## src/sha256_pkg.sv

```systemverilog
// ============================================================
// SHA-256 accelerator shared definitions
// Widths and types, FSM state encoding
// Round constants, initial hash value, register map
// Word functions for schedule and round datapath
// ============================================================

package sha256_pkg;

    // Data widths with meaning
    typedef logic [31:0]  word_t;
    typedef logic [7:0]   byte_t;
    typedef logic [63:0]  bit_len_t;
    typedef logic [5:0]   round_t;
    typedef logic [6:0]   byte_ptr_t;
    typedef logic [511:0] block_t;
    typedef logic [255:0] digest_t;
    typedef logic [63:0]  bus_data_t;
    typedef logic [5:0]   reg_addr_t;

    // Sequencer states
    typedef enum logic [2:0] {
        IDLE,
        PAD_MARK,
        PAD_FILL,
        PAD_SPILL,
        PAD_LEN,
        LOAD,
        ROUND,
        DONE
    } sha_state_t;

    // ============================================================
    // Constants
    // ============================================================

    // FIPS 180-4 round constants, round 0 first
    localparam word_t K_TABLE [0:63] = '{
        32'h428a2f98, 32'h71374491, 32'hb5c0fbcf, 32'he9b5dba5,
        32'h3956c25b, 32'h59f111f1, 32'h923f82a4, 32'hab1c5ed5,
        32'hd807aa98, 32'h12835b01, 32'h243185be, 32'h550c7dc3,
        32'h72be5d74, 32'h80deb1fe, 32'h9bdc06a7, 32'hc19bf174,
        32'he49b69c1, 32'hefbe4786, 32'h0fc19dc6, 32'h240ca1cc,
        32'h2de92c6f, 32'h4a7484aa, 32'h5cb0a9dc, 32'h76f988da,
        32'h983e5152, 32'ha831c66d, 32'hb00327c8, 32'hbf597fc7,
        32'hc6e00bf3, 32'hd5a79147, 32'h06ca6351, 32'h14292967,
        32'h27b70a85, 32'h2e1b2138, 32'h4d2c6dfc, 32'h53380d13,
        32'h650a7354, 32'h766a0abb, 32'h81c2c92e, 32'h92722c85,
        32'ha2bfe8a1, 32'ha81a664b, 32'hc24b8b70, 32'hc76c51a3,
        32'hd192e819, 32'hd6990624, 32'hf40e3585, 32'h106aa070,
        32'h19a4c116, 32'h1e376c08, 32'h2748774c, 32'h34b0bcb5,
        32'h391c0cb3, 32'h4ed8aa4a, 32'h5b9cca4f, 32'h682e6ff3,
        32'h748f82ee, 32'h78a5636f, 32'h84c87814, 32'h8cc70208,
        32'h90befffa, 32'ha4506ceb, 32'hbef9a3f7, 32'hc67178f2
    };

    // Initial hash, H0 in the top word
    localparam digest_t IV_HASH = {
        32'h6a09e667, 32'hbb67ae85, 32'h3c6ef372, 32'ha54ff53a,
        32'h510e527f, 32'h9b05688c, 32'h1f83d9ab, 32'h5be0cd19
    };

    // Register offsets
    localparam reg_addr_t REG_CMD        = 6'h00;
    localparam reg_addr_t REG_STATUS     = 6'h08;
    localparam reg_addr_t REG_DIN        = 6'h10;
    localparam reg_addr_t REG_DOUT_FIRST = 6'h18;
    localparam reg_addr_t REG_DOUT_LAST  = 6'h37;

    // Command codes in CMD bits 2:0
    localparam logic [2:0] CMD_INIT  = 3'd1;
    localparam logic [2:0] CMD_FINAL = 3'd3;

    // ============================================================
    // Word functions
    // ============================================================

    function automatic word_t k_const(round_t i);
        return K_TABLE[i];
    endfunction

    function automatic word_t rotr(word_t x, int unsigned n);
        return (x >> n) | (x << (32 - n));
    endfunction

    function automatic word_t big_sigma0(word_t x);
        return rotr(x, 2) ^ rotr(x, 13) ^ rotr(x, 22);
    endfunction

    function automatic word_t big_sigma1(word_t x);
        return rotr(x, 6) ^ rotr(x, 11) ^ rotr(x, 25);
    endfunction

    function automatic word_t small_sigma0(word_t x);
        return rotr(x, 7) ^ rotr(x, 18) ^ (x >> 3);
    endfunction

    function automatic word_t small_sigma1(word_t x);
        return rotr(x, 17) ^ rotr(x, 19) ^ (x >> 10);
    endfunction

    // Choice: bits of e select between f and g
    function automatic word_t ch(word_t e, word_t f, word_t g);
        return (e & f) ^ (~e & g);
    endfunction

    // Majority of three
    function automatic word_t maj(word_t a, word_t b, word_t c);
        return (a & b) ^ (a & c) ^ (b & c);
    endfunction

endpackage

```

## src/sha256_msg_schedule.sv

```systemverilog
// ============================================================
// SHA-256 message schedule
// 16-word rolling window with expansion for rounds 16 to 63
// ============================================================

`timescale 1ns/1ps

module sha256_msg_schedule
    import sha256_pkg::*;
(
    input  logic   clk,
    input  logic   rst_n,
    input  logic   load,
    input  block_t block,
    input  logic   step,
    input  round_t round,
    output word_t  w_cur
);

    word_t      win [0:15];
    logic [3:0] slot;
    word_t      w_new;

    // Slot holds W[t-16] before it is overwritten by W[t]
    assign slot  = round[3:0];
    assign w_new = small_sigma1(win[slot + 4'd14]) + win[slot + 4'd9]
                 + small_sigma0(win[slot + 4'd1]) + win[slot];

    // First 16 rounds read the block words as loaded
    assign w_cur = (round < 6'd16) ? win[slot] : w_new;

    always_ff @(posedge clk or negedge rst_n) begin
        if (!rst_n) begin
            for (int i = 0; i < 16; i++) begin
                win[i] <= '0;
            end
        end else if (load) begin
            for (int i = 0; i < 16; i++) begin
                win[i] <= block[511 - 32 * i -: 32];
            end
        end else if (step && round >= 6'd16) begin
            win[slot] <= w_new;
        end
    end

endmodule

```

## config.mk

```make
export PLATFORM = sky130hd
export DESIGN_NAME = sha256_msg_schedule
export DESIGN_NICKNAME = d
export VERILOG_FILES = /design/src/sha256_pkg.sv /design/src/sha256_msg_schedule.sv
export SDC_FILE = /design/constraint.sdc
export NUM_CORES = 2
export LEC_CHECK = 0
export BUFFER_PORTS_ARGS = -buffer_cell sky130_fd_sc_hd__buf_2
export CORE_ASPECT_RATIO = 2
export CORE_MARGIN = 5
export CORE_UTILIZATION = 40
export DETAILED_ROUTE_END_ITERATION = 8
export PLACE_DENSITY = 0.65
export SYNTH_ARGS = -nofsm -noshare
export SYNTH_HDL_FRONTEND = slang
export SYNTH_SLANG_ARGS = --single-unit
```

## constraint.sdc

```tcl
create_clock -name clk -period 14.08 [get_ports clk]
set_clock_uncertainty 0.05 [all_clocks]
set_input_delay 1.408 -clock clk [delete_from_list [all_inputs] [get_ports clk]]
set_output_delay 1.408 -clock clk [all_outputs]
set_load 0.03 [all_outputs]
```

==> impl_metrics.toml <==
[routing]
drcViolationCount = 0
ant_nets = 0
drt-vias-per-instance = 6.457
routed_wl_mm = 174.9
via_count = 35310
firstDrtPassIters = 5
wl_per_cell_um = 31.99
drtIter0Drc = 4870

[setup_path]
worst_ep_arrival_time_ns = 9.88
reg2reg_depth = 18
crit_family = "adder cells"
critPathMaxStageDelay_ns = 0.96
endpoint_kind = "output port"
worstPathCellList = "buf_8, inv_1, ha_4, buf_4, mux4_2, mux4_2, xnor2_1, xnor2_1, fa_1, inv_1, fa_1, inv_1, ha_1, and3_1, a221oi_1, nand2_1, nand3_1, and3_1, o311ai_2, xnor2_2, mux2_4, buf_2"
cp_slowest_cell = "ha_4"
crit_required_ns = 12.62
cp_max_fo = 89
crit_buf_inv = 6
critPathKind = "input pin to output port"
start_kind = "input pin"
cp_num_cells = 22
crit_top_cell = "inv_1"

[placed_design]
hpwl_mm = 130.2
gp_congestion = 1.025
port-buffer-count = 553

[cts]
clock-sinks = 512
cts_tree = "built"
cts_hold_buf = 0
clock_path_buffers = 3
cts_setup_buffers = 0
htree_levels = 2
cts.clk_slew.worst_paths_ns = 0.06
cts-resized-gates = 0
clk_latency_ns = 0.65
numCtsBuffers = 51
cts_root_buffer = "clkbuf_16"

[floorplan]
die_area_mm2 = 0.1075
core_mm2 = 0.09993
die_y_um = 458.8
initial_core_util_pct = 40.31
dieWidth_um = 234.4
ios = 554
rows = 164

[global_route]
grt_pass1_vias = 35830
antenna_found_initial = 5
grt_max_degree = 194
grt_pass1_wl_mm = 250.5
gr-total-overflow = 0
grt_use_total_pct = 31.88

[yosys]
synth_common_cells = "nand2_1 (528), dfrtp_1 (512), mux4_2 (498)"
synth_area_leaders = "dfrtp_1 (32%), mux4_2 (28%), mux2i_1 (5.9%), nand2_1 (4.9%), o21ai_0 (4.0%)"
synth_ff_type = "dfrtp_1"
yosysTopAreaCellShare_pct = 31.81
ys_warn_count = 0
syn_area_mm2 = 0.04028
yosysMostFrequentCell = "nand2_1"
yosysTopAreaCell = "dfrtp_1"
synth_edf_count = 0
yosysUniqueCellTypes = 60
async_flop_share_pct = 100.0
ys_ff_latch = 512
syn_area_per_cell_um2 = 10.74
ys_seq_area_share_pct = 31.81
synth_nets = 4370
syn_inst = 3749

[timing]
period_share_pct = 80.55
rsz0062_at_grt = "no"
fin_setup_tns_ns = 0
worstMarginPinSlew_ns = 1.115
fmax_mhz = 88.17
final_hold_viol_count = 0
drv_slew = 0
setup_viol = 0
relSlewSlack_pct = 25.28
min_period_ns = 11.34

[layout]
fillers = 9507
reg_top3 = "win x512"
largest_reg_flops = 512
drive_above_1_share_pct = 31.26
area.growth.synth_to_final_pct = 14.39
fin_nets = 4715
top_register = "win"

[worst_hold_path]
hp-class = "flop to flop"
holdPathStages = 2

[status]
outcome = "finished clean"

[job]
drv_cap = 0
## worst min-delay path, cell delays in order, from the launching register on
cell and delay [ns]:
dfrtp_1 0.38, a21oi_1 0.07, o21ai_1 0.10
## path summary, 6_finish.rpt
| kind | start | endpoint | slack (ns) |
|---|---|---|---|
| hold / removal | win[18]$_DFFE_PN0P_ | win[18]$_DFFE_PN0P_ | 0.54 |
| min in group asynchronous | rst_n | win[448]$_DFFE_PN0P_ | 0.80 |
| max in group asynchronous | rst_n | win[297]$_DFFE_PN0P_ | 10.14 |
| setup reg to reg | win[504]$_DFFE_PN0P_ | win[31]$_DFFE_PN0P_ | 7.31 |
| hold reg to reg | win[18]$_DFFE_PN0P_ | win[18]$_DFFE_PN0P_ | 0.54 |
| setup / recovery | round[0] | w_cur[31] | 2.74 |
## cell usage in the layout (no fill, tap or decap), drive strengths merged, types with 50 or more instances in the layout
cell,count
a21oi,230
buf,645
clkbuf,66
dfrtp,512
fa,62
inv,109
mux2i,237
mux4,509
nand2,528
nor2,224
nor3b,50
o21ai,494
xnor2,123
## routing by layer
metal,track usage (%),part of all wire [%],up-vias
li1,-,-,14570
met1,38.37,35,17710
met2,51.60,48,2424
met3,6.727,9.2,606
met4,20.75,8.6,4
met5,0,0.011,-
## kinds of logic after synthesis
kind of cell | after synthesis | synth area share (%)
flip-flops | 512 | 31.81
buffers and inverters | 458 | 4.485
adder cells (fa/ha/maj) | 99 | 4.230
XOR/XNOR | 143 | 3.221
multiplexers | 767 | 35.05
AND/OR/NAND/NOR | 913 | 9.564
AO/OA/AOI/OAI | 857 | 11.65
## cell type report
type                       count  area [um^2]  area share [%]
timing repair buffer         645         3563           7.733
clock buffer                  66         1433           3.109
antenna                        4        10.01         0.02172
tap                         1328         1662           3.606
multi-input combinational   2779        25870           56.15
inverter                     105        394.1          0.8554
sequential                   512        12810           27.81
clock inverter                29        332.8          0.7223
## metrics by stage
stage | hold WS [ns] | instances | area, um^2 | setup WS (ns) | utilization, %
2_1_floorplan | 0.4878 | 3749 | 40280 | 2.891 | -
3_3_place_gp | 0.5137 | 5369 | 44300 | 2.832 | 44.33
3_5_place_dp | 0.5311 | 5369 | 44300 | 2.714 | 44.33
4_1_cts | 0.5385 | 5464 | 46070 | 2.731 | 46.10
5_1_grt | 0.5821 | 5466 | 46070 | 2.105 | 46.10
6_report | 0.5433 | 5468 | 46080 | 2.739 | 46.11
Power is not shown: default switching activity piles up to over one toggle a cycle in this logic, so the estimate is an artifact.
