===== src/sha256_pkg.sv =====
// ============================================================
// SHA-256 accelerator shared definitions
// Widths and types, FSM state encoding
// Round constants, initial hash value, register map
// Word functions for schedule and round datapath
// ============================================================

package sha256_pkg;

    // Data widths with meaning
    typedef logic [31:0]  word_t;
    typedef logic [7:0]   byte_t;
    typedef logic [63:0]  bit_len_t;
    typedef logic [5:0]   round_t;
    typedef logic [6:0]   byte_ptr_t;
    typedef logic [511:0] block_t;
    typedef logic [255:0] digest_t;
    typedef logic [63:0]  bus_data_t;
    typedef logic [5:0]   reg_addr_t;

    // Sequencer states
    typedef enum logic [2:0] {
        IDLE,
        PAD_MARK,
        PAD_FILL,
        PAD_SPILL,
        PAD_LEN,
        LOAD,
        ROUND,
        DONE
    } sha_state_t;

    // ============================================================
    // Constants
    // ============================================================

    // FIPS 180-4 round constants, round 0 first
    localparam word_t K_TABLE [0:63] = '{
        32'h428a2f98, 32'h71374491, 32'hb5c0fbcf, 32'he9b5dba5,
        32'h3956c25b, 32'h59f111f1, 32'h923f82a4, 32'hab1c5ed5,
        32'hd807aa98, 32'h12835b01, 32'h243185be, 32'h550c7dc3,
        32'h72be5d74, 32'h80deb1fe, 32'h9bdc06a7, 32'hc19bf174,
        32'he49b69c1, 32'hefbe4786, 32'h0fc19dc6, 32'h240ca1cc,
        32'h2de92c6f, 32'h4a7484aa, 32'h5cb0a9dc, 32'h76f988da,
        32'h983e5152, 32'ha831c66d, 32'hb00327c8, 32'hbf597fc7,
        32'hc6e00bf3, 32'hd5a79147, 32'h06ca6351, 32'h14292967,
        32'h27b70a85, 32'h2e1b2138, 32'h4d2c6dfc, 32'h53380d13,
        32'h650a7354, 32'h766a0abb, 32'h81c2c92e, 32'h92722c85,
        32'ha2bfe8a1, 32'ha81a664b, 32'hc24b8b70, 32'hc76c51a3,
        32'hd192e819, 32'hd6990624, 32'hf40e3585, 32'h106aa070,
        32'h19a4c116, 32'h1e376c08, 32'h2748774c, 32'h34b0bcb5,
        32'h391c0cb3, 32'h4ed8aa4a, 32'h5b9cca4f, 32'h682e6ff3,
        32'h748f82ee, 32'h78a5636f, 32'h84c87814, 32'h8cc70208,
        32'h90befffa, 32'ha4506ceb, 32'hbef9a3f7, 32'hc67178f2
    };

    // Initial hash, H0 in the top word
    localparam digest_t IV_HASH = {
        32'h6a09e667, 32'hbb67ae85, 32'h3c6ef372, 32'ha54ff53a,
        32'h510e527f, 32'h9b05688c, 32'h1f83d9ab, 32'h5be0cd19
    };

    // Register offsets
    localparam reg_addr_t REG_CMD        = 6'h00;
    localparam reg_addr_t REG_STATUS     = 6'h08;
    localparam reg_addr_t REG_DIN        = 6'h10;
    localparam reg_addr_t REG_DOUT_FIRST = 6'h18;
    localparam reg_addr_t REG_DOUT_LAST  = 6'h37;

    // Command codes in CMD bits 2:0
    localparam logic [2:0] CMD_INIT  = 3'd1;
    localparam logic [2:0] CMD_FINAL = 3'd3;

    // ============================================================
    // Word functions
    // ============================================================

    function automatic word_t k_const(round_t i);
        return K_TABLE[i];
    endfunction

    function automatic word_t rotr(word_t x, int unsigned n);
        return (x >> n) | (x << (32 - n));
    endfunction

    function automatic word_t big_sigma0(word_t x);
        return rotr(x, 2) ^ rotr(x, 13) ^ rotr(x, 22);
    endfunction

    function automatic word_t big_sigma1(word_t x);
        return rotr(x, 6) ^ rotr(x, 11) ^ rotr(x, 25);
    endfunction

    function automatic word_t small_sigma0(word_t x);
        return rotr(x, 7) ^ rotr(x, 18) ^ (x >> 3);
    endfunction

    function automatic word_t small_sigma1(word_t x);
        return rotr(x, 17) ^ rotr(x, 19) ^ (x >> 10);
    endfunction

    // Choice: bits of e select between f and g
    function automatic word_t ch(word_t e, word_t f, word_t g);
        return (e & f) ^ (~e & g);
    endfunction

    // Majority of three
    function automatic word_t maj(word_t a, word_t b, word_t c);
        return (a & b) ^ (a & c) ^ (b & c);
    endfunction

endpackage


===== src/sha256_round_core.sv =====
// ============================================================
// SHA-256 round core
// Working variables a..h and the round function
// Hash state with init and feed-forward
// ============================================================

`timescale 1ns/1ps

module sha256_round_core
    import sha256_pkg::*;
(
    input  logic    clk,
    input  logic    rst_n,
    input  logic    cmd_init,
    input  logic    load,
    input  logic    step,
    input  logic    finish,
    input  round_t  round,
    input  word_t   w_cur,
    output digest_t digest
);

    word_t hash [0:7];
    word_t a, b, c, d, e, f, g, h;
    word_t t1;
    word_t t2;

    // Round function temporaries
    assign t1 = h + big_sigma1(e) + ch(e, f, g) + k_const(round) + w_cur;
    assign t2 = big_sigma0(a) + maj(a, b, c);

    // H0 in the top word
    always_comb begin
        for (int i = 0; i < 8; i++) begin
            digest[255 - 32 * i -: 32] = hash[i];
        end
    end

    // ============================================================
    // Hash state
    // ============================================================
    always_ff @(posedge clk or negedge rst_n) begin
        if (!rst_n) begin
            for (int i = 0; i < 8; i++) begin
                hash[i] <= IV_HASH[255 - 32 * i -: 32];
            end
        end else if (cmd_init) begin
            for (int i = 0; i < 8; i++) begin
                hash[i] <= IV_HASH[255 - 32 * i -: 32];
            end
        end else if (finish) begin
            // Feed-forward of the compressed block
            hash[0] <= hash[0] + a;
            hash[1] <= hash[1] + b;
            hash[2] <= hash[2] + c;
            hash[3] <= hash[3] + d;
            hash[4] <= hash[4] + e;
            hash[5] <= hash[5] + f;
            hash[6] <= hash[6] + g;
            hash[7] <= hash[7] + h;
        end
    end

    // Working variables
    always_ff @(posedge clk) begin
        if (load) begin
            {a, b, c, d} <= {hash[0], hash[1], hash[2], hash[3]};
            {e, f, g, h} <= {hash[4], hash[5], hash[6], hash[7]};
        end else if (step) begin
            a <= t1 + t2;
            b <= a;
            c <= b;
            d <= c;
            e <= d + t1;
            f <= e;
            g <= f;
            h <= g;
        end
    end

endmodule


===== config.mk =====
export PLATFORM = sky130hd
export DESIGN_NAME = sha256_round_core
export DESIGN_NICKNAME = d
export VERILOG_FILES = /design/src/sha256_pkg.sv /design/src/sha256_round_core.sv
export SDC_FILE = /design/constraint.sdc
export NUM_CORES = 2
export LEC_CHECK = 0
export ABC_AREA = 1
export BUFFER_PORTS_ARGS = -buffer_cell sky130_fd_sc_hd__buf_2
export CORE_MARGIN = 1
export CORE_UTILIZATION = 30
export CTS_CLUSTER_DIAMETER = 60
export DETAILED_ROUTE_END_ITERATION = 10
export PLACE_DENSITY_LB_ADDON = 0.15
export SLEW_MARGIN = 15
export SYNTH_ARGS = -nofsm -noshare
export SYNTH_HDL_FRONTEND = slang
export SYNTH_SLANG_ARGS = --single-unit
export TNS_END_PERCENT = 20

===== constraint.sdc =====
create_clock -name clk -period 10.35 [get_ports clk]
set_input_delay 3.105 -clock clk [delete_from_list [all_inputs] [get_ports clk]]
set_output_delay 3.105 -clock clk [all_outputs]
set_load 0.02 [all_outputs]

==> results.cfg <==
[status]
status = completed

[sta]
hold_viol = 0
rsz0062_at_grt = no
setup-violations-final = 0
period_share_pct = 91.3
period_minus_slack_ps = 9450
tns_ps = 0
worst_slew_pin_slew_ps = 1130
fmax_mhz = 106
maxSlewHeadroom_pct = 24.1
report.final.slew_viol_count = 0
skew_ps = 47.8

[floorplanning]
die_w_um = 402
core_area_mm2 = 0.159
num_rows = 146
start_util_pct = 30.3
die_area_mm2 = 0.162
die_h_um = 402
ios = 300

[logic_synthesis]
synth-simple-area-share_pct = 21.4
synth_cell_type_count = 71
synthMuxAreaShare_pct = 0
syn_area_mm2 = 0.0480
yosysSeqAreaShare_pct = 29.7
syn-num-nets = 7174
synth_top_family_by_area = simple AND/OR/NAND/NOR gates
synthFlopType = edfxtp_1
synth_fa_ha_area_share_pct = 14.9
synth-compound-area-share_pct = 18.9
synth_xor_area_share_pct = 4.91
synth-seq-cells = 512
async_flop_share_pct = 50.0
synth-edff-count = 256
synth_area_per_cell_um2 = 7.23
syn_inst = 6638
yosysWarningCount = 0

[route]
drc_errors = 0
routed_wl_um = 239000
via_count = 48194
detail-route-antenna-nets = 0
first_pass_iters = 6
routed_wire_length_per_instance_um = 26.0
first_iter_violations = 3966
via_per_inst = 5.24

[worst_setup_path]
start_kind = primary input
path_buf_inv = 8
worst-setup-path-type = primary input to register
cpMostUsedCell = inv_1
crit_path_max_fanout = 10
arrival_ps = 9880
critical-path-slowest-cell = fa_1
required_ps = 10770
slowest_delay_ps = 500
endpoint_kind = register
crit_family = adder cells

[place]
port_buffers = 299
hpwlAfterDp_um = 193000
finalWeightedCongestion = 0.990

[global_route]
grt_pass1_vias = 47299
grt_usage_pct = 28.9
grt_max_degree = 143
grt_antenna_before_repair = 6
grt_pass1_wl_um = 341000
grt_overflow = 0

[cts]
cts_buffer_depth = 3
post_cts_buffers = 0
cts_tree = done
clock_latency_ps = 720
clock_sinks = 512
cts-hold-fix-buffers = 0
cts_resized = 0
cts_htree_levels = 3
clk_pin_slew_ps = 50
root_buffer = clkbuf_16
numCtsBuffers = 84

[finish]
drive_gt1_share_pct = 12.8
n_fill_cell = 17199
multi_input_area_mm2 = 0.0289
final_cell_mix = nand2_1, inv_1, o21ai_0
nets = 7589
seq_area_mm2 = 0.0143
syn2layout_area_growth_pct = 16.8
layout_commonest_cell = nand2_1

[min_path]
min_path_type = register to register

[flow_run]
max_cap_viol_count = 0
cell families after synthesis:
logic type	count (synthesis)
and+or+nand+nor	2511
AOI/OAI and AO/OA	1572
xor gates and xnor gates	268
DFF	512
buffers and inverters	1282
adders and majority gates	493
flip-flops by register name, summed over array words and instances (netlist names):
name	cells
digest	256
a	32
c	32
g	32
f	32
b	32
e	32
d	32
h	32
Yosys cell counts, types with 116 or more instances:
cell type / number / area share (%)
nor2_1: 469 / 3.7
ha_1: 359 / 9.4
dfrtp_1: 120 / 6.3
o21ai_0: 611 / 6.4
edfxtp_1: 256 / 16
clkbuf_1: 169 / 1.3
inv_1: 1071 / 8.4
a21oi_1: 452 / 4.7
dfstp_2: 136 / 7.4
nand2_1: 1555 / 12
xnor2_1: 116 / 2.1
nand3_1: 269 / 2.8
fa_1: 133 / 5.5
xor2_1: 151 / 2.8
o22ai_1: 117 / 1.5
path summary, 6_finish.rpt:
| check | cells past startpoint | end | start | slack (ps) |
|---|---|---|---|---|
| hold / removal | 2 | digest[0] | digest[0] | 520 |
| hold reg to reg | 2 | digest[0] | digest[0] | 520 |
| setup / recovery | 32 | a[16] | round[0] | 900 |
| setup reg to reg | 26 | a[16] | e[12] | 2910 |
| max in group asynchronous | 2 | digest[176] | rst_n | 6700 |
| min in group asynchronous | 1 | digest[61] | rst_n | 2310 |
worst min-delay path, cell delays in order, from the launching register on:
cell	delay, ps
dfstp_2	400
nand2_1	70
nand2_1	50
metrics by stage:
stage | cells | utilization, % | hold WS (ps) | area (µm²) | setup WS [ps]
finish | 9199 | 35.3 | 524 | 56000 | 896
global route | 9197 | 35.3 | 534 | 56000 | 428
CTS | 9197 | 35.3 | 523 | 56000 | 989
detailed placement | 9039 | 33.5 | 515 | 53100 | 282
global placement | 9039 | 33.5 | 509 | 53100 | 203
floorplan | 6638 | - | 515 | 48000 | 1890
layout make-up:
type                       count  share of cell area [%]
antenna                        2                 0.00893
clock buffer                 107                    4.03
multi-input combinational   4844                    51.6
clock inverter                51                    1.11
tap                         2072                    4.63
sequential                   512                    25.5
timing repair buffer         533                    5.93
inverter                    1078                    7.25
layer usage:
| layer | global-route usage (%) | wire length (µm) | vias to the layer above | part of all wire (%) |
|---|---|---|---|---|
| met5 | 0 | 0 | - | 0 |
| li1 | - | - | 22829 | - |
| met3 | 3.44 | 13000 | 251 | 5.4 |
| met4 | 7.73 | 6760 | 0 | 2.8 |
| met2 | 47.6 | 111000 | 1525 | 46 |
| met1 | 39.7 | 108000 | 23589 | 45 |
Power is not shown: default switching activity piles up to over one toggle a cycle in this logic, so the estimate is an artifact.
