[src/sha256_pkg.sv]
// ============================================================
// SHA-256 accelerator shared definitions
// Widths and types, FSM state encoding
// Round constants, initial hash value, register map
// Word functions for schedule and round datapath
// ============================================================

package sha256_pkg;

    // Data widths with meaning
    typedef logic [31:0]  word_t;
    typedef logic [7:0]   byte_t;
    typedef logic [63:0]  bit_len_t;
    typedef logic [5:0]   round_t;
    typedef logic [6:0]   byte_ptr_t;
    typedef logic [511:0] block_t;
    typedef logic [255:0] digest_t;
    typedef logic [63:0]  bus_data_t;
    typedef logic [5:0]   reg_addr_t;

    // Sequencer states
    typedef enum logic [2:0] {
        IDLE,
        PAD_MARK,
        PAD_FILL,
        PAD_SPILL,
        PAD_LEN,
        LOAD,
        ROUND,
        DONE
    } sha_state_t;

    // ============================================================
    // Constants
    // ============================================================

    // FIPS 180-4 round constants, round 0 first
    localparam word_t K_TABLE [0:63] = '{
        32'h428a2f98, 32'h71374491, 32'hb5c0fbcf, 32'he9b5dba5,
        32'h3956c25b, 32'h59f111f1, 32'h923f82a4, 32'hab1c5ed5,
        32'hd807aa98, 32'h12835b01, 32'h243185be, 32'h550c7dc3,
        32'h72be5d74, 32'h80deb1fe, 32'h9bdc06a7, 32'hc19bf174,
        32'he49b69c1, 32'hefbe4786, 32'h0fc19dc6, 32'h240ca1cc,
        32'h2de92c6f, 32'h4a7484aa, 32'h5cb0a9dc, 32'h76f988da,
        32'h983e5152, 32'ha831c66d, 32'hb00327c8, 32'hbf597fc7,
        32'hc6e00bf3, 32'hd5a79147, 32'h06ca6351, 32'h14292967,
        32'h27b70a85, 32'h2e1b2138, 32'h4d2c6dfc, 32'h53380d13,
        32'h650a7354, 32'h766a0abb, 32'h81c2c92e, 32'h92722c85,
        32'ha2bfe8a1, 32'ha81a664b, 32'hc24b8b70, 32'hc76c51a3,
        32'hd192e819, 32'hd6990624, 32'hf40e3585, 32'h106aa070,
        32'h19a4c116, 32'h1e376c08, 32'h2748774c, 32'h34b0bcb5,
        32'h391c0cb3, 32'h4ed8aa4a, 32'h5b9cca4f, 32'h682e6ff3,
        32'h748f82ee, 32'h78a5636f, 32'h84c87814, 32'h8cc70208,
        32'h90befffa, 32'ha4506ceb, 32'hbef9a3f7, 32'hc67178f2
    };

    // Initial hash, H0 in the top word
    localparam digest_t IV_HASH = {
        32'h6a09e667, 32'hbb67ae85, 32'h3c6ef372, 32'ha54ff53a,
        32'h510e527f, 32'h9b05688c, 32'h1f83d9ab, 32'h5be0cd19
    };

    // Register offsets
    localparam reg_addr_t REG_CMD        = 6'h00;
    localparam reg_addr_t REG_STATUS     = 6'h08;
    localparam reg_addr_t REG_DIN        = 6'h10;
    localparam reg_addr_t REG_DOUT_FIRST = 6'h18;
    localparam reg_addr_t REG_DOUT_LAST  = 6'h37;

    // Command codes in CMD bits 2:0
    localparam logic [2:0] CMD_INIT  = 3'd1;
    localparam logic [2:0] CMD_FINAL = 3'd3;

    // ============================================================
    // Word functions
    // ============================================================

    function automatic word_t k_const(round_t i);
        return K_TABLE[i];
    endfunction

    function automatic word_t rotr(word_t x, int unsigned n);
        return (x >> n) | (x << (32 - n));
    endfunction

    function automatic word_t big_sigma0(word_t x);
        return rotr(x, 2) ^ rotr(x, 13) ^ rotr(x, 22);
    endfunction

    function automatic word_t big_sigma1(word_t x);
        return rotr(x, 6) ^ rotr(x, 11) ^ rotr(x, 25);
    endfunction

    function automatic word_t small_sigma0(word_t x);
        return rotr(x, 7) ^ rotr(x, 18) ^ (x >> 3);
    endfunction

    function automatic word_t small_sigma1(word_t x);
        return rotr(x, 17) ^ rotr(x, 19) ^ (x >> 10);
    endfunction

    // Choice: bits of e select between f and g
    function automatic word_t ch(word_t e, word_t f, word_t g);
        return (e & f) ^ (~e & g);
    endfunction

    // Majority of three
    function automatic word_t maj(word_t a, word_t b, word_t c);
        return (a & b) ^ (a & c) ^ (b & c);
    endfunction

endpackage

[src/sha256_mmio_regs.sv]
// ============================================================
// Register block of the SHA-256 accelerator
// Write decode into command and byte strobes
// STATUS and digest byte read-back, one-cycle ack
// ============================================================

`timescale 1ns/1ps

module sha256_mmio_regs
    import sha256_pkg::*;
(
    input  logic      clk,
    input  logic      rst_n,
    input  logic      req,
    input  reg_addr_t addr,
    input  bus_data_t wdata,
    input  logic      wen,
    input  logic      busy,
    input  logic      done,
    input  digest_t   digest,
    output bus_data_t rdata,
    output logic      ack,
    output logic      cmd_init,
    output logic      cmd_final,
    output logic      din_wr,
    output byte_t     din_byte
);

    logic       wr_ok;
    logic [4:0] dout_idx;

    // Writes only count while the engine is idle
    assign wr_ok = req && wen && !busy;

    assign cmd_init  = wr_ok && (addr == REG_CMD) && (wdata[2:0] == CMD_INIT);
    assign cmd_final = wr_ok && (addr == REG_CMD) && (wdata[2:0] == CMD_FINAL);
    assign din_wr    = wr_ok && (addr == REG_DIN);
    assign din_byte  = wdata[7:0];

    // Digest byte number, byte 0 is the top byte of H0
    assign dout_idx = 5'(addr - REG_DOUT_FIRST);

    // ============================================================
    // Read path and ack
    // ============================================================
    always_ff @(posedge clk or negedge rst_n) begin
        if (!rst_n) begin
            ack   <= 1'b0;
            rdata <= '0;
        end else begin
            ack   <= req;
            rdata <= '0;
            if (req && !wen) begin
                if (addr == REG_STATUS) begin
                    // Bit 0 busy, bit 1 done
                    rdata <= bus_data_t'({done, busy});
                end else if (addr >= REG_DOUT_FIRST && addr <= REG_DOUT_LAST) begin
                    rdata <= bus_data_t'(digest[8 * (31 - dout_idx) +: 8]);
                end
            end
        end
    end

endmodule

[config.mk]
export PLATFORM = sky130hd
export DESIGN_NAME = sha256_mmio_regs
export DESIGN_NICKNAME = d
export VERILOG_FILES = /design/src/sha256_pkg.sv /design/src/sha256_mmio_regs.sv
export SDC_FILE = /design/constraint.sdc
export NUM_CORES = 1
export LEC_CHECK = 0
export BUFFER_PORTS_ARGS = -buffer_cell sky130_fd_sc_hd__buf_2
export CORE_AREA = 2 2 158 160
export DETAILED_ROUTE_END_ITERATION = 6
export DIE_AREA = 0 0 160 162
export GPL_TIMING_DRIVEN = 0
export PLACE_DENSITY_LB_ADDON = 0.12
export SLEW_MARGIN = 20
export SYNTH_ARGS = -nofsm -noshare
export SYNTH_HDL_FRONTEND = slang
export SYNTH_SLANG_ARGS = --single-unit
export TNS_END_PERCENT = 10
[constraint.sdc]
create_clock -name clk -period 1.4 [get_ports clk]
set_input_delay 0.14 -clock clk [delete_from_list [all_inputs] [get_ports clk]]
set_output_delay 0.14 -clock clk [all_outputs]
set_load 0.02 [all_outputs]
==> flow_metrics.env <==
export IMPL_maxCapViolCount=0
export IMPL_die_x_um=160
export IMPL_antenna_found_initial=5
export IMPL_rsz0062_at_grt="true"
export IMPL_syn_inst=228
export IMPL_gr_total_overflow=0
export IMPL_initial_core_util_pct=12.5
export IMPL_std_cell_rows=57
export IMPL_cts_tree="yes"
export IMPL_cts_root_buffer="clkbuf_16"
export IMPL_syn_area_um2=3020
export IMPL_area_delta_synth_final_pct=85.1
export IMPL_ant_nets=0
export IMPL_synth_edf_count=0
export IMPL_critPathLaunchType="input port"
export IMPL_vias=3305
export IMPL_clk_path_buf_depth=2
export IMPL_io_pins=408
export IMPL_grt_max_degree=11
export IMPL_grt_use_total_pct=11.3
export IMPL_crit_type="in2out"
export IMPL_crit_chain="buf_8, buf_12, buf_12, nor3_4, nand4b_1, or4b_4, nor2_4, buf_6"
export IMPL_fin_setup_tns_ps=-1240
export IMPL_crit_slowest_cell="or4b_4"
export IMPL_route_detailed_drc=0
export IMPL_drt_initial_drc_count=98
export IMPL_gp_congestion=0.829
export IMPL_hold_violations=0
export IMPL_crit_fanout=4
export IMPL_synth_top_area_cell="mux4_2"
export IMPL_fin_cells=916
export IMPL_numCtsBuffers=3
export IMPL_synthArstFlopShare_pct=100
export IMPL_cp_arrival_ps=1530
export IMPL_dp_cells=895
export IMPL_die_h_um=162
export IMPL_synth_seq_area_share_pct=7.46
export IMPL_setup_slack_ps=-272
export IMPL_slew_violations=0
export IMPL_dp_hpwl_um=13700
export IMPL_drt_pass1_iterations=4
export IMPL_clock_fmax_ghz=0.598
export IMPL_violations="setup timing"
export IMPL_fin_nets=923
export IMPL_grt_pass1_wl_um=22100
export IMPL_finalCritPeriodShare_pct=119
export IMPL_max_stage_delay_ps=550
export IMPL_drive_above_1_share_pct=81.7
export IMPL_status="complete, but fails checks"
export IMPL_htree_levels=1
export IMPL_required_ps=1260
export IMPL_hold_depth=1
export IMPL_clock_sinks=9
export IMPL_cts_reportedPaths_clkPinSlew_ps=40
export IMPL_hold_class="in2reg"
export IMPL_avgSynthCellArea_um2=13.2
export IMPL_leakage_uw=0.00277
export IMPL_grt_pass1_vias=3701
export IMPL_synth_top_area_share_pct=53.7
export IMPL_wire_per_inst_um=16.9
export IMPL_final_cell_mix="285 x buf_2, 77 x buf_4, 72 x mux4_2, 56 x conb_1, 16 x mux2i_1"
export IMPL_core_area_um2=24100
export IMPL_via_per_inst=3.61
export IMPL_wirelength_um=15500
export IMPL_portBuffers=288
export IMPL_synth_cell_type_count=32
export IMPL_peakVddDrop_uv=292
export IMPL_synth_main_ff_cell="dfrtp_1"
export IMPL_final_common_cell="buf_2"
export IMPL_synth_seq_cells=9
export IMPL_powerDensity_nw_per_um2=443
export IMPL_yosys_top_cells_area="mux4_2 54%, buf_4 17%, mux2i_1 8.9%"
export IMPL_ys_warn_count=0
export IMPL_worst_setup_path_end_kind="output pin"
export IMPL_min_period_ps=1670
export IMPL_fp_dieArea_um2=25900
export IMPL_worstHoldStart="req"
export IMPL_fin_util_pct=23.2
export IMPL_worst_path_most_repeated_cell="buf_12"
export IMPL_fillers=2708
export IMPL_hold_path_end="ack$_DFF_PN0_"
export IMPL_setup_viol=11
## flip-flops by register name (all words and copies together), names as in the netlist
| signal | flops |
|---|---|
| rdata | 8 |
| ack | 1 |
## cells by family after synthesis
family	after synthesis	synth area share, %
other	1	0.124
and+or+nand+nor	24	4.72
adders and majority gates	1	0.414
muxes	100	63.0
xor gates and xnor gates	1	0.290
DFF	9	7.46
buffers and inverters	86	21.8
AOI/OAI and AO/OA	6	2.15
## how the worst max path moves through the flow
stage                  from            endpoint  slack [ps]  depth (start not counted)
floorplan           addr[0]  rdata[1]$_DFF_PN0_        -210                          6
global placement    addr[3]  rdata[1]$_DFF_PN0_        -830                          6
detailed placement  addr[3]  rdata[1]$_DFF_PN0_        -840                          6
CTS                 addr[1]           cmd_final        -270                          8
global route        addr[1]           cmd_final        -330                          8
finish              addr[1]           cmd_final        -270                          8
## per-stage QoR
step | total power [uW] | instance area [um^2] | worst slack (ps) | hold WS [ps]
final | 2480 | 5590 | -272 | 58.0
after CTS | 2500 | 5530 | -272 | 58.6
after global routing | 2660 | 5590 | -325 | 59.4
after detailed placement | 1870 | 5110 | -838 | 10.5
after floorplan | 1250 | 3270 | -214 | -156
after global placement | 1850 | 5110 | -832 | 6.59
## where the power goes
| part | switching (uW) | internal [uW] | total, uW |
|---|---|---|---|
| clock network | 118 | 380 | 498 |
| logic | 719 | 980 | 1700 |
| registers | 3.07 | 276 | 279 |
## routing by layer
layer / GRT usage (%) / share of wire [%] / up-vias
met5: 0 / 0 / -
met4: 1.52 / 0.63 / 0
met3: 2.15 / 7.3 / 8
met2: 22.1 / 54 / 179
met1: 13.2 / 38 / 1570
li1: - / - / 1548
## Yosys cell counts, types with 2 or more instances
cell	count
nand2_1	2
dfrtp_1	9
mux4_2	72
buf_12	2
buf_8	2
nor3b_1	3
clkbuf_1	2
buf_6	2
buf_2	6
nor2_1	10
o311ai_2	2
mux2i_1	27
buf_4	69
inv_1	2
## critical path, delay by kind of cell
kind / cells / cell delay [ps]
buffers and inverters: 4 / 460
AND/OR/NAND/NOR: 4 / 920
## area by class of cell
type,instances,area [um^2],share of cell area (%)
Buffer,84,785,14.0
Antenna cell,3,7.51,0.134
Timing Repair Buffer,302,1620,28.9
Multi-Input combinational cell,188,2470,44.1
Clock buffer,4,78.8,1.41
Tap cell,324,405,7.25
Sequential cell,9,225,4.03
Inverter,2,7.51,0.134
## timing repair
action / 4_1_cts / 5_1_grt
setup buffers: 13 / 0
gates resized for setup: 52 / 10
endpoints found under the hold margin: 9 / 0
pin swaps: 4 / 1
hold buffers: 1 / 0
endpoints found under the setup margin: 11 / 11
(Power assumes the default switching activity.)
