**config.mk**
```make
export PLATFORM = sky130hd
export DESIGN_NAME = sha256_ctrl
export DESIGN_NICKNAME = d
export VERILOG_FILES = /design/src/sha256_pkg.sv /design/src/sha256_ctrl.sv
export SDC_FILE = /design/constraint.sdc
export NUM_CORES = 1
export LEC_CHECK = 0
export BUFFER_PORTS_ARGS = -buffer_cell sky130_fd_sc_hd__buf_2
export CELL_PAD_IN_SITES_DETAIL_PLACEMENT = 1
export CELL_PAD_IN_SITES_GLOBAL_PLACEMENT = 1
export CORE_MARGIN = 2
export CORE_UTILIZATION = 30
export CTS_CLUSTER_DIAMETER = 150
export DETAILED_ROUTE_END_ITERATION = 8
export GPL_ROUTABILITY_DRIVEN = 0
export PLACE_DENSITY = 0.75
export SYNTH_ARGS = -nofsm -noshare
export SYNTH_HDL_FRONTEND = slang
export SYNTH_SLANG_ARGS = --single-unit
```
**constraint.sdc**
```tcl
create_clock -name clk -period 1.1 [get_ports clk]
set_input_delay 0.22 -clock clk [delete_from_list [all_inputs] [get_ports clk]]
set_output_delay 0.22 -clock clk [all_outputs]
set_load 0.01 [all_outputs]
```
**src/sha256_pkg.sv**
```systemverilog
// ============================================================
// SHA-256 accelerator shared definitions
// Widths and types, FSM state encoding
// Round constants, initial hash value, register map
// Word functions for schedule and round datapath
// ============================================================

package sha256_pkg;

    // Data widths with meaning
    typedef logic [31:0]  word_t;
    typedef logic [7:0]   byte_t;
    typedef logic [63:0]  bit_len_t;
    typedef logic [5:0]   round_t;
    typedef logic [6:0]   byte_ptr_t;
    typedef logic [511:0] block_t;
    typedef logic [255:0] digest_t;
    typedef logic [63:0]  bus_data_t;
    typedef logic [5:0]   reg_addr_t;

    // Sequencer states
    typedef enum logic [2:0] {
        IDLE,
        PAD_MARK,
        PAD_FILL,
        PAD_SPILL,
        PAD_LEN,
        LOAD,
        ROUND,
        DONE
    } sha_state_t;

    // ============================================================
    // Constants
    // ============================================================

    // FIPS 180-4 round constants, round 0 first
    localparam word_t K_TABLE [0:63] = '{
        32'h428a2f98, 32'h71374491, 32'hb5c0fbcf, 32'he9b5dba5,
        32'h3956c25b, 32'h59f111f1, 32'h923f82a4, 32'hab1c5ed5,
        32'hd807aa98, 32'h12835b01, 32'h243185be, 32'h550c7dc3,
        32'h72be5d74, 32'h80deb1fe, 32'h9bdc06a7, 32'hc19bf174,
        32'he49b69c1, 32'hefbe4786, 32'h0fc19dc6, 32'h240ca1cc,
        32'h2de92c6f, 32'h4a7484aa, 32'h5cb0a9dc, 32'h76f988da,
        32'h983e5152, 32'ha831c66d, 32'hb00327c8, 32'hbf597fc7,
        32'hc6e00bf3, 32'hd5a79147, 32'h06ca6351, 32'h14292967,
        32'h27b70a85, 32'h2e1b2138, 32'h4d2c6dfc, 32'h53380d13,
        32'h650a7354, 32'h766a0abb, 32'h81c2c92e, 32'h92722c85,
        32'ha2bfe8a1, 32'ha81a664b, 32'hc24b8b70, 32'hc76c51a3,
        32'hd192e819, 32'hd6990624, 32'hf40e3585, 32'h106aa070,
        32'h19a4c116, 32'h1e376c08, 32'h2748774c, 32'h34b0bcb5,
        32'h391c0cb3, 32'h4ed8aa4a, 32'h5b9cca4f, 32'h682e6ff3,
        32'h748f82ee, 32'h78a5636f, 32'h84c87814, 32'h8cc70208,
        32'h90befffa, 32'ha4506ceb, 32'hbef9a3f7, 32'hc67178f2
    };

    // Initial hash, H0 in the top word
    localparam digest_t IV_HASH = {
        32'h6a09e667, 32'hbb67ae85, 32'h3c6ef372, 32'ha54ff53a,
        32'h510e527f, 32'h9b05688c, 32'h1f83d9ab, 32'h5be0cd19
    };

    // Register offsets
    localparam reg_addr_t REG_CMD        = 6'h00;
    localparam reg_addr_t REG_STATUS     = 6'h08;
    localparam reg_addr_t REG_DIN        = 6'h10;
    localparam reg_addr_t REG_DOUT_FIRST = 6'h18;
    localparam reg_addr_t REG_DOUT_LAST  = 6'h37;

    // Command codes in CMD bits 2:0
    localparam logic [2:0] CMD_INIT  = 3'd1;
    localparam logic [2:0] CMD_FINAL = 3'd3;

    // ============================================================
    // Word functions
    // ============================================================

    function automatic word_t k_const(round_t i);
        return K_TABLE[i];
    endfunction

    function automatic word_t rotr(word_t x, int unsigned n);
        return (x >> n) | (x << (32 - n));
    endfunction

    function automatic word_t big_sigma0(word_t x);
        return rotr(x, 2) ^ rotr(x, 13) ^ rotr(x, 22);
    endfunction

    function automatic word_t big_sigma1(word_t x);
        return rotr(x, 6) ^ rotr(x, 11) ^ rotr(x, 25);
    endfunction

    function automatic word_t small_sigma0(word_t x);
        return rotr(x, 7) ^ rotr(x, 18) ^ (x >> 3);
    endfunction

    function automatic word_t small_sigma1(word_t x);
        return rotr(x, 17) ^ rotr(x, 19) ^ (x >> 10);
    endfunction

    // Choice: bits of e select between f and g
    function automatic word_t ch(word_t e, word_t f, word_t g);
        return (e & f) ^ (~e & g);
    endfunction

    // Majority of three
    function automatic word_t maj(word_t a, word_t b, word_t c);
        return (a & b) ^ (a & c) ^ (b & c);
    endfunction

endpackage

```
**src/sha256_ctrl.sv**
```systemverilog
// ============================================================
// SHA-256 sequencing FSM
// Padding steps, block load, round counter, feed-forward
// Busy, done and interrupt generation
// ============================================================

`timescale 1ns/1ps

module sha256_ctrl
    import sha256_pkg::*;
#(
    parameter int NUM_ROUNDS = 64
) (
    input  logic   clk,
    input  logic   rst_n,
    input  logic   cmd_init,
    input  logic   cmd_final,
    input  logic   block_full,
    input  logic   len_fits,
    output logic   load,
    output logic   step,
    output logic   finish,
    output round_t round,
    output logic   pad_mark,
    output logic   pad_fill,
    output logic   pad_spill,
    output logic   pad_len_only,
    output logic   busy,
    output logic   done,
    output logic   irq
);

    localparam round_t LAST_ROUND = round_t'(NUM_ROUNDS - 1);

    sha_state_t state;
    // FINAL in progress
    logic       fin_active;
    // Running compression ends the message
    logic       fin_last;

    // Strobes follow the state directly
    assign pad_mark     = (state == PAD_MARK);
    assign pad_fill     = (state == PAD_FILL);
    assign pad_spill    = (state == PAD_SPILL);
    assign pad_len_only = (state == PAD_LEN);
    assign load         = (state == LOAD);
    assign step         = (state == ROUND);
    assign finish       = (state == DONE);

    // A full block counts as busy before LOAD is reached
    assign busy = (state != IDLE) || block_full;

    always_ff @(posedge clk or negedge rst_n) begin
        if (!rst_n) begin
            state      <= IDLE;
            round      <= '0;
            fin_active <= 1'b0;
            fin_last   <= 1'b0;
            done       <= 1'b0;
            irq        <= 1'b0;
        end else begin
            irq <= 1'b0;
            case (state)
                IDLE: begin
                    if (cmd_init) begin
                        done       <= 1'b0;
                        fin_active <= 1'b0;
                        fin_last   <= 1'b0;
                    end else if (cmd_final) begin
                        done       <= 1'b0;
                        fin_active <= 1'b1;
                        state      <= PAD_MARK;
                    end else if (block_full) begin
                        state <= LOAD;
                    end
                end
                // Length fits behind the marker or spills to a second block
                PAD_MARK: state <= len_fits ? PAD_FILL : PAD_SPILL;
                PAD_FILL: begin
                    fin_last <= 1'b1;
                    state    <= LOAD;
                end
                PAD_SPILL: state <= LOAD;
                PAD_LEN: begin
                    fin_last <= 1'b1;
                    state    <= LOAD;
                end
                LOAD: begin
                    round <= '0;
                    state <= ROUND;
                end
                ROUND: begin
                    if (round == LAST_ROUND) begin
                        state <= DONE;
                    end else begin
                        round <= round + 6'd1;
                    end
                end
                DONE: begin
                    if (fin_last) begin
                        // Digest ready in the hash state
                        done       <= 1'b1;
                        irq        <= 1'b1;
                        fin_active <= 1'b0;
                        fin_last   <= 1'b0;
                        state      <= IDLE;
                    end else if (fin_active) begin
                        state <= PAD_LEN;
                    end else begin
                        state <= IDLE;
                    end
                end
                default: state <= IDLE;
            endcase
        end
    end

endmodule

```
==> run metrics, run 1 <==
final hold viol count=0; Post-DRT Antenna Nets=0; fmax=675 MHz; PD cells=2500 nW/µm²; Fill cells=272; Synth Area in XOR/XNOR=0; CP Class=flop to output port; core area=2430 µm²; FF-to-FF setup slack=-0.34 ns; layout net count=146; critical-path cell list=buf_6 > nor3b_2 > buf_2; failing checks=setup timing; syn_nets=86; Mapped Cells=79; Synth Area in Compound Gates=0.183; fin crit share=1.35; initial antenna violation count=0; worst reg-to-reg path cell count=7; cts bufs inserted=3; Die H=54.2 µm; GRT Residual Overflow=0; Vias/cell=5.04; reg2reg end=round[2]; CP top delay family=flip-flops; PnR worst setup slack=-0.381 ns; number of buffers and inverters on the critical path=2; Placed Instance Area=1050 µm²; CTS H-tree lvls=1; main combinational cell family by area after synthesis=simple AND/OR/NAND/NOR gates; #FFs+latches synth=13; skew final=0.00208 ns; routed wire length=2.95 mm; Post-Synth Simple-Gate Area=0.243; critical path launch point type=flop; DR iter-0 viols=5; main area contributors after synthesis=dfrtp_1, mux2i_1, nand2_1; IO Pins=22; GRT Util Overall=0.217; Yosys cell types=33; Final Cell Area=1450 µm²; Max FO, Critical Path=6; Chip Width=54.2 µm; Wirelength per Cell=17.6 µm; CP max stage delay=0.48 ns; syn avg cell area=9.58 µm²; vias in the first global route=909; min Tclk post-route=1.48 ns; area leader, netlist=dfrtp_1; clk_lat worst skew=0.28 ns; Reg2Reg Launch Point=state[2]; Inserted Diodes=0; RSZ-0062 raised after global routing=yes; area delta synth->final=91.4%; leak pwr=0.000698 µW; final setup fails=26; CP max-delay cell=dfrtp_2; die area=2940 µm²; status=finished, violations left; YS warnings=0; clock buffer depth=2; Worst Path Required=0.88 ns; first-pass GRT wire length=4.42 mm; CTS clk-pin slew, worst paths=0.09 ns; slew margin rel.=0.789; sequential share of the synthesized area=0.430; CTS tree=built; worst hold start=cmd_final; Initial Util=0.311; Slew Limit Fails=0; Hold Path Stages=3; vias=846; Crit. End Element=output port; I/O Buffers=21; dpl hpwl=1.76 mm; Hold Crit Class=input port to flop; DRC Markers=0; CTS root buf=clkbuf_4; Data arrival, critical path=1.26 ns; Rows=18; CTS Sinks=13; peak supply drop=1.45 mV; post-synthesis adder-cell area fraction=0.0165; Max-Cap Viols=0; Least-Margin Pin Slew=0.317 ns; final hold slack=0.258 ns; Hold EP=state[2]; share of cells above drive strength 1=0.710; mux cell area share after synthesis=0.0661; Yosys top cell area share=0.430; first-pass detailed-route iteration total=4; CP Launch Point=state[0]; largest net degree at the start of global routing=14; Cell Area, Synth=757 µm²
layout by cell type, fill, tap and decap left out, drive strengths merged:
cell type	n
and2	1
o21ai	8
inv	5
and3b	1
a211oi	2
or2	1
o211a	1
nand2	8
dlygate4sd3	1
nand2b	3
dfrtp	13
clkbuf	3
nor3b	1
clkinv	1
nand4	1
a2bb2oi	1
nor3	3
o31ai	1
nand3	1
a41oi	1
o211ai	2
nand3b	1
nor4	2
and3	4
ha	1
mux2i	5
o21a	1
nor2b	2
nor2	4
buf	58
a21oi	1
state kept, by name, indices dropped and copies added, names as in the netlist:
name	flops
fin_last	1
done	1
irq	1
round	6
state	3
fin_active	1
synth_stat cells, drive strengths merged:
library cell / count
nor3: 3
o21ai: 8
nand3b: 1
inv: 5
mux2i: 5
and3: 4
a2bb2oi: 1
and2: 1
nand2: 8
nand3: 1
or2: 1
o31ai: 1
ha: 1
o211a: 1
a21oi: 1
nand4: 1
nand2b: 3
nor2: 4
nor3b: 1
nor4: 2
and3b: 1
o211ai: 2
o21a: 1
a211oi: 2
dfrtp: 13
buf: 4
nor2b: 2
a41oi: 1
cell type report:
cell class	count	area, µm²	share of cell area
Clock buffer	3	22.5	0.0155
Timing Repair Buffer	59	519	0.358
Inverter	5	18.8	0.0130
Multi-Input combinational cell	57	512	0.353
Tap cell	30	37.5	0.0259
Clock inverter	1	5.00	0.00345
Sequential cell	13	334	0.231
logic make-up (layout without fill, tap and decap cells):
| family | Yosys count | in the layout |
|---|---|---|
| AND/OR/NAND/NOR | 33 | 33 |
| multiplexers | 5 | 5 |
| flip-flops | 13 | 13 |
| buffers and inverters | 9 | 68 |
| adder cells (fa/ha/maj) | 1 | 1 |
| AO/OA/AOI/OAI | 18 | 18 |
repair_timing:
item / 4_1_cts / 5_1_grt
buffers inserted: 16 / 6
gates resized for setup: 31 / 26
hold buffers: 1 / 0
endpoints found under the hold margin: 13 / 0
pin swaps: 8 / 6
endpoints found under the setup margin: 25 / 26
worst max-delay path by stage:
stage / endpoint / slack, ns / depth (start not counted)
after floorplan: round[2] / -0.04 / 4
after global placement: round[2] / -0.13 / 3
after detailed placement: round[2] / -0.28 / 3
after CTS: pad_mark / -0.35 / 4
after global routing: load / -0.45 / 4
final: pad_fill / -0.38 / 3
where the power goes:
part | total, µW | switching (µW) | internal [µW] | leakage [µW]
Sequential | 909 | 248 | 661 | 0.000157
Combinational | 2390 | 1050 | 1340 | 0.000522
Clock | 321 | 186 | 135 | 0.0000177
Total | 3620 | 1480 | 2140 | 0.000698
per-stage QoR:
step | TNS (ns) | std cells | util | setup slack (ns) | total power [µW]
after floorplan | -0.208 | 79 | - | -0.0418 | 1700
after global placement | -1.20 | 144 | 0.432 | -0.132 | 2230
after detailed placement | -2.32 | 144 | 0.432 | -0.281 | 2340
after CTS | -5.08 | 165 | 0.548 | -0.353 | 3230
after global routing | -6.81 | 168 | 0.596 | -0.448 | 3860
final | -5.46 | 168 | 0.596 | -0.381 | 3620
per-layer routing:
metal,vias to the layer above,wire length (µm),part of all wire,global-route usage
met5,-,0,0,0
met4,0,28,0.0095,0.0625
met3,4,82,0.028,0.0273
met2,16,1670,0.57,0.408
met1,422,1170,0.40,0.256
li1,404,-,-,-
worst reg2reg max path: cells and delay by family (launching register included):
kind | cells | cell delay [ns]
DFF | 1 | 0.48
and+or+nand+nor | 2 | 0.20
muxes | 1 | 0.17
buffers and inverters | 4 | 0.51
No activity file was read; power rests on OpenSTA's default activity.
==> run 2: changes to the inputs <==
CORE_ASPECT_RATIO = 0.5   (was unset)
CORE_UTILIZATION = 25   (was 30)
PLACE_DENSITY = 0.66   (was 0.75)
SETUP_SLACK_MARGIN = 0.5   (was unset)
==> run 2 against run 1 <==
Compared with the run above: the flow finishes with violations (hold timing, setup timing); register-to-register slack better by 0.14 ns; flip-flop and latch count is the same; worst hold slack worse by 0.40 ns; first-iteration DRC count grew to 6.8 times the previous value; largest power group unchanged.
==> run metrics, run 2 (same netlist as run 1, synthesis figures left out) <==
Final Cell Area=1390 µm² (was 1450 µm²); RSZ-0062 raised after global routing=yes (unchanged); GRT Residual Overflow=0 (unchanged); CTS tree=built (unchanged); die area=3510 µm² (was 2940 µm²); peak supply drop=0.836 mV (was 1.45 mV); CP Class=flop to output port (unchanged); Data arrival, critical path=1.20 ns (was 1.26 ns); first-pass detailed-route iteration total=4 (unchanged); final setup fails=22 (was 26); register area=335 µm² (was 334 µm²); Die H=42.9 µm (was 54.2 µm); Wirelength per Cell=14.0 µm (was 17.6 µm); share of cells above drive strength 1=0.669 (was 0.710); failing checks=hold timing, setup timing (was setup timing); status=finished, violations left (unchanged); Max-Cap Viols=0 (unchanged); CTS H-tree lvls=1 (unchanged); initial antenna violation count=0 (unchanged); Chip Width=81.8 µm (was 54.2 µm); first-pass GRT wire length=3.83 mm (was 4.42 mm); CTS root buf=clkbuf_8 (was clkbuf_4); core area=2940 µm² (was 2430 µm²); PD cells=2590 nW/µm² (was 2500 nW/µm²); DRC Markers=0 (unchanged); Least-Margin Pin Slew=0.300 ns (was 0.317 ns); Max FO, Critical Path=6 (unchanged); final hold slack=-0.144 ns (was 0.258 ns); Inserted Diodes=0 (unchanged); largest net degree at the start of global routing=14 (unchanged); leak pwr=0.000641 µW (was 0.000698 µW); commonest cells after routing, fill and taps aside=buf_6, buf_4, buf_2 (unchanged); Slew Limit Fails=0 (unchanged); CTS Sinks=13 (unchanged); slew margin rel.=0.798 (was 0.789); clock buffer depth=2 (unchanged); Rows=14 (was 18); routed wire length=2.34 mm (was 2.95 mm); cts bufs inserted=3 (unchanged); footprint of the multi-input gates=518 µm² (was 512 µm²); commonest non-fill, non-tap cell in the layout=buf_6 (unchanged); vias=765 (was 846); Fill cells=349 (was 272); fmax=705 MHz (was 675 MHz); fin crit share=1.29 (was 1.35); I/O Buffers=21 (unchanged); layout net count=135 (was 146); Vias/cell=4.58 (was 5.04); Worst Path Required=0.88 ns (about the same); CTS clk-pin slew, worst paths=0.06 ns (was 0.09 ns); Hold Crit Class=input port to async pin (was input port to flop); Setup Slack @ Placement=-0.170 ns (was -0.281 ns); GRT Util Overall=0.147 (was 0.217); final hold viol count=13 (was 0); dpl hpwl=1.61 mm (was 1.76 mm); Initial Util=0.257 (was 0.311); clk_lat worst skew=0.25 ns (was 0.28 ns); largest register by flop count=round (unchanged); vias in the first global route=819 (was 909); critical path launch point type=flop (unchanged); Crit. End Element=output port (unchanged); DR iter-0 viols=34 (was 5); max reg flops=6 (unchanged); Pwr Total=3590 µW (was 3620 µW); skew final=0.00294 ns (was 0.00208 ns); biggest regs=round (6), state (3) (unchanged); IO Pins=22 (unchanged); final core occ=0.472 (was 0.596); area delta synth->final=83.5% (was 91.4%); PnR worst setup slack=-0.318 ns (was -0.381 ns); Post-DRT Antenna Nets=0 (unchanged); Placed Instance Area=1090 µm² (was 1050 µm²); min Tclk post-route=1.42 ns (was 1.48 ns)
==> run 2: layer usage <==
metal | vias up | routed length, µm | global-route usage
li1 | 377 | - | -
met1 | 368 | 1060 | 0.179
met2 | 17 | 1190 | 0.250
met3 | 3 | 77 | 0.0362
met4 | 0 | 10 | 0.0533
met5 | - | 0 | 0
==> run 2: final timing paths <==
path | startpoint | end | slack (ns) | depth (start not counted)
min in group clk | cmd_final | fin_active | 0.30 | 3
max in group asynchronous | rst_n | state[2] | 0.99 | 1
setup / recovery | state[2] | busy | -0.32 | 3
setup reg to reg | state[0] | round[5] | -0.20 | 4
hold / removal | rst_n | round[4] | -0.14 | 1
hold reg to reg | fin_active | fin_active | 0.59 | 2
==> run 2: critical path: stages, from the launching register on <==
cell and delay, ns:
dfrtp_2 0.46, nor3_4 0.27, nand2b_1 0.09, buf_2 0.14
==> run 2: through the flow <==
stage          instances  TNS, ns
6_report             167    -3.84
5_1_grt              167    -4.90
4_1_cts              166    -3.60
3_5_place_dp         152    -1.98
3_3_place_gp         152    -1.67
2_1_floorplan         79   -0.199
==> run 2: cell type report <==
class                      count  area share
sequential                    13       0.241
multi-input combinational     57       0.373
tap                           40      0.0360
inverter                       5      0.0153
timing repair buffer          48       0.302
clock buffer                   4      0.0324
==> run 2: power by group <==
group | internal [µW] | leakage [µW] | switching, µW | total, µW
clock network | 256 | 0.0000228 | 182 | 438
logic | 1290 | 0.000463 | 944 | 2230
registers | 663 | 0.000156 | 257 | 920
total | 2210 | 0.000641 | 1380 | 3590
==> run 2: timing repair <==
item | 4_1_cts | 5_1_grt
endpoints found under the setup margin | 29 | 29
setup buffers | 10 | 1
endpoints found under the hold margin | 13 | 13
gates resized for setup | 30 | 9
pin swaps | 5 | 0
